### src/verilog/lpif_pkg.sv
package lpif_pkg;

  //////////////////////////////
  // Flit field widths
  //////////////////////////////

  localparam int STATE_W  = 4;
  localparam int PROTID_W = 2;
  localparam int DATA_W   = 64;
  localparam int BVALID_W = 8;

  // Fields plus the single valid bit
  localparam int FLIT_W = STATE_W + PROTID_W + DATA_W + BVALID_W + 1;

  // Field positions, packed from the LSB upward
  localparam int VALID_LSB  = 0;
  localparam int BVALID_LSB = VALID_LSB + 1;
  localparam int DATA_LSB   = BVALID_LSB + BVALID_W;
  localparam int PROTID_LSB = DATA_LSB + DATA_W;
  localparam int STATE_LSB  = PROTID_LSB + PROTID_W;

  //////////////////////////////
  // Lane word layout
  //////////////////////////////

  localparam int LANE_PAYLOAD_W = 22;

  // Payload plus strobe and marker
  localparam int LANE_W  = LANE_PAYLOAD_W + 2;
  localparam int STB_BIT = LANE_PAYLOAD_W;
  localparam int MRK_BIT = LANE_PAYLOAD_W + 1;

  // Fewest lanes that still hold a whole flit
  localparam int MIN_LANES = (FLIT_W + LANE_PAYLOAD_W - 1) / LANE_PAYLOAD_W;

  //////////////////////////////
  // Sync defaults
  //////////////////////////////

  localparam int DELAY_W = 8;

  // Cycles between strobe words
  localparam int STROBE_PERIOD_DEF = 16;

endpackage

### src/verilog/link_auto_sync.sv
`timescale 1ns/10ps

module link_auto_sync #(
  parameter int STROBE_PERIOD = lpif_pkg::STROBE_PERIOD_DEF
) (
  input  logic                         clk_wr,
  input  logic                         rst,

  input  logic                         tx_online,
  input  logic                         rx_online,

  input  logic [lpif_pkg::DELAY_W-1:0] delay_x_value,
  input  logic [lpif_pkg::DELAY_W-1:0] delay_xz_value,
  input  logic [lpif_pkg::DELAY_W-1:0] delay_yz_value,

  output logic                         tx_online_delay,
  output logic                         rx_online_delay,
  output logic                         tx_auto_mrk_userbit,
  output logic                         tx_auto_stb_userbit
);

  import lpif_pkg::*;

  localparam int STB_CNT_W = (STROBE_PERIOD > 1) ? $clog2(STROBE_PERIOD) : 1;
  localparam logic [STB_CNT_W-1:0] STB_LAST = STB_CNT_W'(STROBE_PERIOD - 1);

  // One extra bit so xz plus yz never wraps
  logic [DELAY_W:0]     tx_target;
  logic [DELAY_W:0]     tx_cnt;
  logic                 tx_go;
  logic [DELAY_W-1:0]   rx_cnt;
  logic                 rx_go;
  logic [STB_CNT_W-1:0] stb_cnt;

  assign tx_target = {1'b0, delay_xz_value} + {1'b0, delay_yz_value};
  assign tx_go     = tx_online && (tx_cnt >= tx_target);
  assign rx_go     = rx_online && (rx_cnt >= delay_x_value);

  // Tx side delay, marker and strobe
  always_ff @(posedge clk_wr) begin
    if (rst) begin
      tx_cnt              <= '0;
      tx_online_delay     <= 1'b0;
      tx_auto_mrk_userbit <= 1'b0;
      tx_auto_stb_userbit <= 1'b0;
      stb_cnt             <= '0;
    end else begin
      // Counter holds once the target is reached
      if (!tx_online) begin
        tx_cnt <= '0;
      end else if (!tx_go) begin
        tx_cnt <= tx_cnt + 1'b1;
      end
      tx_online_delay <= tx_go;

      if (!tx_go) begin
        tx_auto_mrk_userbit <= 1'b0;
        tx_auto_stb_userbit <= 1'b0;
        stb_cnt             <= '0;
      end else if (!tx_online_delay) begin
        // First online cycle
        tx_auto_mrk_userbit <= 1'b1;
        tx_auto_stb_userbit <= 1'b1;
        stb_cnt             <= '0;
      end else begin
        tx_auto_mrk_userbit <= ~tx_auto_mrk_userbit;
        if (stb_cnt == STB_LAST) begin
          tx_auto_stb_userbit <= 1'b1;
          stb_cnt             <= '0;
        end else begin
          tx_auto_stb_userbit <= 1'b0;
          stb_cnt             <= stb_cnt + 1'b1;
        end
      end
    end
  end

  // Rx side delay
  always_ff @(posedge clk_wr) begin
    if (rst) begin
      rx_cnt          <= '0;
      rx_online_delay <= 1'b0;
    end else begin
      if (!rx_online) begin
        rx_cnt <= '0;
      end else if (!rx_go) begin
        rx_cnt <= rx_cnt + 1'b1;
      end
      rx_online_delay <= rx_go;
    end
  end

  a_tx_rise_online: assert property (@(posedge clk_wr) disable iff (rst)
    $rose(tx_online_delay) |-> $past(tx_online));

  a_rx_rise_online: assert property (@(posedge clk_wr) disable iff (rst)
    $rose(rx_online_delay) |-> $past(rx_online));

  a_stb_online: assert property (@(posedge clk_wr) disable iff (rst)
    $rose(tx_auto_stb_userbit) |-> tx_online_delay);

endmodule

### src/verilog/lpif_tx_lane_packer.sv
`timescale 1ns/10ps

module lpif_tx_lane_packer #(
  parameter int NUM_LANES = 4
) (
  input  logic                                  clk_wr,
  input  logic                                  rst,

  input  logic                                  tx_online_delay,
  input  logic                                  tx_mrk_userbit,
  input  logic                                  tx_stb_userbit,

  // Upstream flit
  input  logic [lpif_pkg::STATE_W-1:0]          ustrm_state,
  input  logic [lpif_pkg::PROTID_W-1:0]         ustrm_protid,
  input  logic [lpif_pkg::DATA_W-1:0]           ustrm_data,
  input  logic [lpif_pkg::BVALID_W-1:0]         ustrm_bvalid,
  input  logic                                  ustrm_valid,

  output logic [NUM_LANES*lpif_pkg::LANE_W-1:0] tx_phy
);

  import lpif_pkg::*;

  localparam int PAD_W = NUM_LANES * LANE_PAYLOAD_W;

  logic [FLIT_W-1:0]           flit;
  logic [PAD_W-1:0]            flit_pad;
  logic [NUM_LANES*LANE_W-1:0] phy_nxt;
  logic [NUM_LANES-1:0]        lane_mrk;

  if (NUM_LANES < MIN_LANES) begin : g_lane_check
    $error("NUM_LANES too small to carry one flit");
  end

  // Valid at the LSB, state at the top
  assign flit     = {ustrm_state, ustrm_protid, ustrm_data, ustrm_bvalid, ustrm_valid};
  assign flit_pad = PAD_W'(flit);

  //////////////////////////////
  // Lane slicing
  //////////////////////////////

  always_comb begin
    phy_nxt = '0;
    for (int k = 0; k < NUM_LANES; k++) begin
      phy_nxt[k*LANE_W +: LANE_PAYLOAD_W] = flit_pad[k*LANE_PAYLOAD_W +: LANE_PAYLOAD_W];
      // Same marker and strobe on every lane
      phy_nxt[k*LANE_W + STB_BIT] = tx_stb_userbit;
      phy_nxt[k*LANE_W + MRK_BIT] = tx_mrk_userbit;
    end
  end

  always_ff @(posedge clk_wr) begin
    if (rst) begin
      tx_phy <= '0;
    end else if (!tx_online_delay) begin
      tx_phy <= '0;
    end else begin
      tx_phy <= phy_nxt;
    end
  end

  //////////////////////////////
  // Checks
  //////////////////////////////

  always_comb begin
    for (int k = 0; k < NUM_LANES; k++) begin
      lane_mrk[k] = tx_phy[k*LANE_W + MRK_BIT];
    end
  end

  // All lanes carry one marker value
  a_mrk_lanes_equal: assert property (@(posedge clk_wr) disable iff (rst)
    (lane_mrk == '0) || (lane_mrk == '1));

endmodule

### src/verilog/lpif_rx_lane_unpacker.sv
`timescale 1ns/10ps

module lpif_rx_lane_unpacker #(
  parameter int NUM_LANES = 4
) (
  input  logic                                  clk_wr,
  input  logic                                  rst,

  input  logic                                  rx_online_delay,
  input  logic [NUM_LANES*lpif_pkg::LANE_W-1:0] rx_phy,

  // Downstream flit
  output logic [lpif_pkg::STATE_W-1:0]          dstrm_state,
  output logic [lpif_pkg::PROTID_W-1:0]         dstrm_protid,
  output logic [lpif_pkg::DATA_W-1:0]           dstrm_data,
  output logic [lpif_pkg::BVALID_W-1:0]         dstrm_bvalid,
  output logic                                  dstrm_valid
);

  import lpif_pkg::*;

  localparam int PAD_W = NUM_LANES * LANE_PAYLOAD_W;

  logic [PAD_W-1:0]     rx_flit_pad;
  logic [FLIT_W-1:0]    rx_flit;
  logic [NUM_LANES-1:0] lane_mrk;
  logic [NUM_LANES-1:0] lane_stb;

  //////////////////////////////
  // Lane reassembly
  //////////////////////////////

  always_comb begin
    for (int k = 0; k < NUM_LANES; k++) begin
      rx_flit_pad[k*LANE_PAYLOAD_W +: LANE_PAYLOAD_W] = rx_phy[k*LANE_W +: LANE_PAYLOAD_W];
      lane_mrk[k] = rx_phy[k*LANE_W + MRK_BIT];
      lane_stb[k] = rx_phy[k*LANE_W + STB_BIT];
    end
  end

  // Padding above the flit is dropped
  assign rx_flit = rx_flit_pad[FLIT_W-1:0];

  // Output stage, zero while offline
  always_ff @(posedge clk_wr) begin
    if (rst) begin
      dstrm_state  <= '0;
      dstrm_protid <= '0;
      dstrm_data   <= '0;
      dstrm_bvalid <= '0;
      dstrm_valid  <= 1'b0;
    end else if (!rx_online_delay) begin
      dstrm_state  <= '0;
      dstrm_protid <= '0;
      dstrm_data   <= '0;
      dstrm_bvalid <= '0;
      dstrm_valid  <= 1'b0;
    end else begin
      dstrm_state  <= rx_flit[STATE_LSB +: STATE_W];
      dstrm_protid <= rx_flit[PROTID_LSB +: PROTID_W];
      dstrm_data   <= rx_flit[DATA_LSB +: DATA_W];
      dstrm_bvalid <= rx_flit[BVALID_LSB +: BVALID_W];
      dstrm_valid  <= rx_flit[VALID_LSB];
    end
  end

  //////////////////////////////
  // Checks
  //////////////////////////////

  // Lanes come from one word clock, so markers and strobes agree
  a_lanes_aligned: assert property (@(posedge clk_wr) disable iff (rst)
    rx_online_delay |->
      ((lane_mrk == '0) || (lane_mrk == '1)) &&
      ((lane_stb == '0) || (lane_stb == '1)));

endmodule

### src/verilog/lpif_slave_top.sv
`timescale 1ns/10ps

module lpif_slave_top #(
  parameter int NUM_LANES     = 4,
  parameter int STROBE_PERIOD = lpif_pkg::STROBE_PERIOD_DEF
) (
  input  logic                                  clk_wr,
  input  logic                                  rst,

  // Link control
  input  logic                                  tx_online,
  input  logic                                  rx_online,
  input  logic [lpif_pkg::DELAY_W-1:0]          delay_x_value,
  input  logic [lpif_pkg::DELAY_W-1:0]          delay_xz_value,
  input  logic [lpif_pkg::DELAY_W-1:0]          delay_yz_value,

  // Upstream channel
  input  logic [lpif_pkg::STATE_W-1:0]          ustrm_state,
  input  logic [lpif_pkg::PROTID_W-1:0]         ustrm_protid,
  input  logic [lpif_pkg::DATA_W-1:0]           ustrm_data,
  input  logic [lpif_pkg::BVALID_W-1:0]         ustrm_bvalid,
  input  logic                                  ustrm_valid,

  // PHY lanes
  output logic [NUM_LANES*lpif_pkg::LANE_W-1:0] tx_phy,
  input  logic [NUM_LANES*lpif_pkg::LANE_W-1:0] rx_phy,

  // Downstream channel
  output logic [lpif_pkg::STATE_W-1:0]          dstrm_state,
  output logic [lpif_pkg::PROTID_W-1:0]         dstrm_protid,
  output logic [lpif_pkg::DATA_W-1:0]           dstrm_data,
  output logic [lpif_pkg::BVALID_W-1:0]         dstrm_bvalid,
  output logic                                  dstrm_valid
);

  //////////////////////////////
  // Internal wires
  //////////////////////////////

  logic tx_online_delay;
  logic rx_online_delay;
  logic tx_auto_mrk_userbit;
  logic tx_auto_stb_userbit;

  //////////////////////////////
  // Auto sync
  //////////////////////////////

  link_auto_sync #(
    .STROBE_PERIOD        (STROBE_PERIOD)
  ) u_auto_sync (
    .clk_wr               (clk_wr),
    .rst                  (rst),
    .tx_online            (tx_online),
    .rx_online            (rx_online),
    .delay_x_value        (delay_x_value),
    .delay_xz_value       (delay_xz_value),
    .delay_yz_value       (delay_yz_value),
    .tx_online_delay      (tx_online_delay),
    .rx_online_delay      (rx_online_delay),
    .tx_auto_mrk_userbit  (tx_auto_mrk_userbit),
    .tx_auto_stb_userbit  (tx_auto_stb_userbit)
  );

  //////////////////////////////
  // Transmit packer
  //////////////////////////////

  // Marker and strobe come only from auto sync
  lpif_tx_lane_packer #(
    .NUM_LANES            (NUM_LANES)
  ) u_tx_packer (
    .clk_wr               (clk_wr),
    .rst                  (rst),
    .tx_online_delay      (tx_online_delay),
    .tx_mrk_userbit       (tx_auto_mrk_userbit),
    .tx_stb_userbit       (tx_auto_stb_userbit),
    .ustrm_state          (ustrm_state),
    .ustrm_protid         (ustrm_protid),
    .ustrm_data           (ustrm_data),
    .ustrm_bvalid         (ustrm_bvalid),
    .ustrm_valid          (ustrm_valid),
    .tx_phy               (tx_phy)
  );

  //////////////////////////////
  // Receive unpacker
  //////////////////////////////

  lpif_rx_lane_unpacker #(
    .NUM_LANES            (NUM_LANES)
  ) u_rx_unpacker (
    .clk_wr               (clk_wr),
    .rst                  (rst),
    .rx_online_delay      (rx_online_delay),
    .rx_phy               (rx_phy),
    .dstrm_state          (dstrm_state),
    .dstrm_protid         (dstrm_protid),
    .dstrm_data           (dstrm_data),
    .dstrm_bvalid         (dstrm_bvalid),
    .dstrm_valid          (dstrm_valid)
  );

endmodule

### config.mk
export PLATFORM = sky130hd
export DESIGN_NAME = lpif_slave_top
export DESIGN_NICKNAME = d
export VERILOG_FILES = /design/src/verilog/lpif_pkg.sv /design/src/verilog/link_auto_sync.sv /design/src/verilog/lpif_tx_lane_packer.sv /design/src/verilog/lpif_rx_lane_unpacker.sv /design/src/verilog/lpif_slave_top.sv
export SDC_FILE = /design/constraint.sdc
export NUM_CORES = 1
export LEC_CHECK = 0
export BUFFER_PORTS_ARGS = -buffer_cell sky130_fd_sc_hd__buf_2
export CAP_MARGIN = 20
export CORE_AREA = 2 2 147 149
export CTS_CLUSTER_SIZE = 16
export DETAILED_ROUTE_END_ITERATION = 7
export DIE_AREA = 0 0 149 151
export SETUP_SLACK_MARGIN = 0.15
export SLEW_MARGIN = 5
export SYNTH_ARGS = -nofsm -noshare
export SYNTH_HDL_FRONTEND = slang
export SYNTH_SLANG_ARGS = --single-unit
### constraint.sdc
create_clock -name clk_wr -period 2.79 [get_ports clk_wr]
set_input_delay 0.1395 -clock clk_wr [delete_from_list [all_inputs] [get_ports clk_wr]]
set_output_delay 0.1395 -clock clk_wr [all_outputs]
set_load 0.02 [all_outputs]
==> metrics <==
worst hold start rx_online; status complete, no violations; vias per cell ~4; std cell rows 53; Worst IR Drop VDD ~0.4 mV; syn_area_per_cell between 10 and 15 µm²; Final Instance Area around 0.010 mm²; layout cell share with drive strength beyond 1 between 30% and 40%; Total Die Area about 0.022 mm²; width of the die roughly 150 µm; FF-to-FF Start u_auto_sync.rx_cnt[0]; total length of routed wires just under 20 mm; Pwr Density about 540 mW/mm²; Post-Place Cells between 1,000 and 1,500; LEAKAGE about 5.2 nW; Net Sw Power 1.40 mW; final hold violations 0; initial antenna violation count 3; Clock Power Share approximately 44%; RSZ-0062 raised after global routing false; top_reg_cell synth dfxtp_1; M2 GR Usage between 30 and 40%; Synth warnings 0; CTS Buffer Depth 2; sequential element share of the synthesized area approximately three fifths; Gate power share under 10%; Most Crowded Layer GR met2; Root Buffer clkbuf_16; CP Max Fanout 4; post-synth cell types 38; vias 5,506; core area 0.0208 mm²; R2R Setup Slk between 0.7 and 0.8 ns; minimum clock period 2.46 ns; area leader, netlist dfxtp_1; initial DRC count around 190; vias in the first global route roughly 5,500; CP startpoint kind input port; Initial Util slightly below 30%; FF+latch count, synth roughly 190; die height about 150 µm; overall routing resource usage about 17%; first-pass GRT wire length roughly 28 mm; wire length per cell between 10 and 15 µm; Cell Area, Synth between 0.006 and 0.007 mm²; hold path endpoint u_auto_sync.rx_online_delay; fin cells roughly 1,400; top area cells in the synthesized netlist dfxtp_1 60%, and2_1 16%, ha_1 5.7%; CTS tree yes; WHS Path Cells 3; Switching Share 25.1%; internal power 4.17 mW; post-synth top area share between 60% and 70%; M1 GR Usage ~18%; Final Max Tran Viols 0; ys async rst share 0%; M3 GR Usage under 10%; GPL Wtd Cong roughly 0.74; final setup fails 0; number of flops mapped to enable cells by yosys 0; Num CTS Buffers 17; reg-to-reg endpoint u_auto_sync.rx_cnt[6]; Crit Path Category input port to register; Reg2Reg Depth 9; CP max stage delay ~0.39 ns; CP Data Arrival Time roughly 2.8 ns; area delta synth->final 69.2%; grt ovf 0; port bufs about 350; worst path cell trace buf_2, ha_4, inv_2, fa_2, nor2b_1, o21ai_1, nand2b_1, a21o_1, a21oi_2, xor2_1, ha_1, nand2_1, or3_1, and2_4, or3_4, nor2_1; clock sinks roughly 190; 1st-pass router iterations 4; post-route ant nets 0; Hold Crit Class input port to register; Residual DRC 0; Crit path required time 3.15 ns; area post-placement ~0.008 mm²; io pins between 300 and 400; hpwl dp 14.1 mm; total negative slack 0 ns; Top delay family on crit path simple AND/OR/NAND/NOR gates; Fin Clk Skew 0.0103 ns; nets@finish 1,301; Final Cycle Share roughly 88%; Util after Layout about half; Clock Pin Slew Worst Setup and Hold Paths roughly 0.080 ns; Hold Slack 0.137 ns; FMAX ~400 MHz; Slowest cell on crit path or3_1; clock latency on the worst-skew pair 0.42 ns; Worst slew margin roughly three fifths; post_cts resized 0; top post-synthesis cells by count 185 x dfxtp_1, 161 x and2_1, 28 x ha_1; Cells after Synth 559; worst slew pin tran between 0.6 and 0.7 ns; most frequent cell after synthesis dfxtp_1; total number of H-tree levels 4; largest net degree at the start of global routing 80; Reg power frac between 40% and 50%; Crit. End Element register; worst path bufs/invs 2; Max Cap Viol 0
-- sequential cells by signal (all words and copies together) (netlist names) --
signal / count
u_auto_sync.rx_cnt: 8
u_auto_sync.rx_online_delay: 1
u_auto_sync.stb_cnt: 4
u_auto_sync.tx_auto_mrk_userbit: 1
u_auto_sync.tx_auto_stb_userbit: 1
u_auto_sync.tx_cnt: 9
u_auto_sync.tx_online_delay: 1
u_rx_unpacker.dstrm_bvalid: 8
u_rx_unpacker.dstrm_data: 64
u_rx_unpacker.dstrm_protid: 2
u_rx_unpacker.dstrm_state: 4
u_rx_unpacker.dstrm_valid: 1
u_tx_packer.tx_phy: 81
-- routing by layer --
layer / share of wire [%] / routed length [µm]
met1: 39 / 7710
met2: 52 / 10300
met3: 6.1 / 1200
met4: 2.0 / 386
met5: 0.056 / 11
-- layout make-up --
cell class / instances / area [µm²]
Antenna cell: 4 / 10.0
Clock buffer: 17 / 425
Clock inverter: 15 / 190
Fill cell: 1897 / 10400
Inverter: 16 / 60.1
Multi-Input combinational cell: 330 / 2230
Sequential cell: 185 / 3700
Tap cell: 275 / 344
Timing Repair Buffer: 519 / 3410
-- per-stage QoR --
step	setup slack [ns]	power (mW)
final	0.334	5.57
after global routing	0.198	5.78
after CTS	0.356	5.64
after detailed placement	-0.0845	2.98
after global placement	-0.0526	2.97
after floorplan	-0.0841	2.84
-- logic make-up after synthesis --
| logic type | Yosys count | share of synthesized area (%) |
|---|---|---|
| adder cells (fa/ha/maj) | 29 | 6.04 |
| buffers and inverters | 52 | 4.36 |
| multiplexers | 2 | 0.326 |
| flip-flops | 185 | 60.4 |
| other | 1 | 0.0611 |
| AO/OA/AOI/OAI | 39 | 4.10 |
| XOR/XNOR | 17 | 2.43 |
| AND/OR/NAND/NOR | 234 | 22.3 |
-- cell usage in the layout, fill, tap and decap left out, types with 10 or more instances in the layout --
master         netlist  final
buf_2                1    351
dfxtp_1            185    185
and2_1             161    161
dlygate4sd3_1        0    158
ha_1                28     27
nor2_1              26     26
clkbuf_16            0     17
inv_1               16     15
a21oi_1             16     14
xor2_1              12     12
nand2_1             12     12
nand3_1             11     11
buf_4               15     10
-- power by group through the flow --
stage | logic (mW) | clock network (mW) | registers, mW
after detailed placement | 0.265 | 0 | 2.71
after floorplan | 0.125 | 0 | 2.71
after CTS | 0.455 | 2.54 | 2.65
after global placement | 0.263 | 0 | 2.71
after global routing | 0.500 | 2.64 | 2.65
final | 0.451 | 2.47 | 2.65
-- tightest hold or removal path, cell delays in order --
cell and delay, ns:
buf_2 0.09, nand2b_1 0.17, nor2_1 0.13
-- worst max-delay path by stage --
stage	start	endpoint	slack (ns)	cells after the start
after floorplan	delay_xz_value[0]	u_auto_sync.stb_cnt[0]	-0.08	17
after global placement	delay_xz_value[0]	u_auto_sync.stb_cnt[0]	-0.05	16
after detailed placement	delay_xz_value[0]	u_auto_sync.stb_cnt[0]	-0.08	16
after CTS	delay_xz_value[0]	u_auto_sync.stb_cnt[0]	0.36	16
after global routing	delay_xz_value[0]	u_auto_sync.tx_cnt[1]	0.20	18
final	delay_xz_value[0]	u_auto_sync.stb_cnt[0]	0.33	16
-- what timing repair did --
item / 4_1_cts / 5_1_grt
hold buffers: 158 / 0
hold endpoints to repair: 158 / 0
setup endpoints to repair: 0 / 0
setup buffers: 0 / 0
Power figures use the tool's default switching activity.
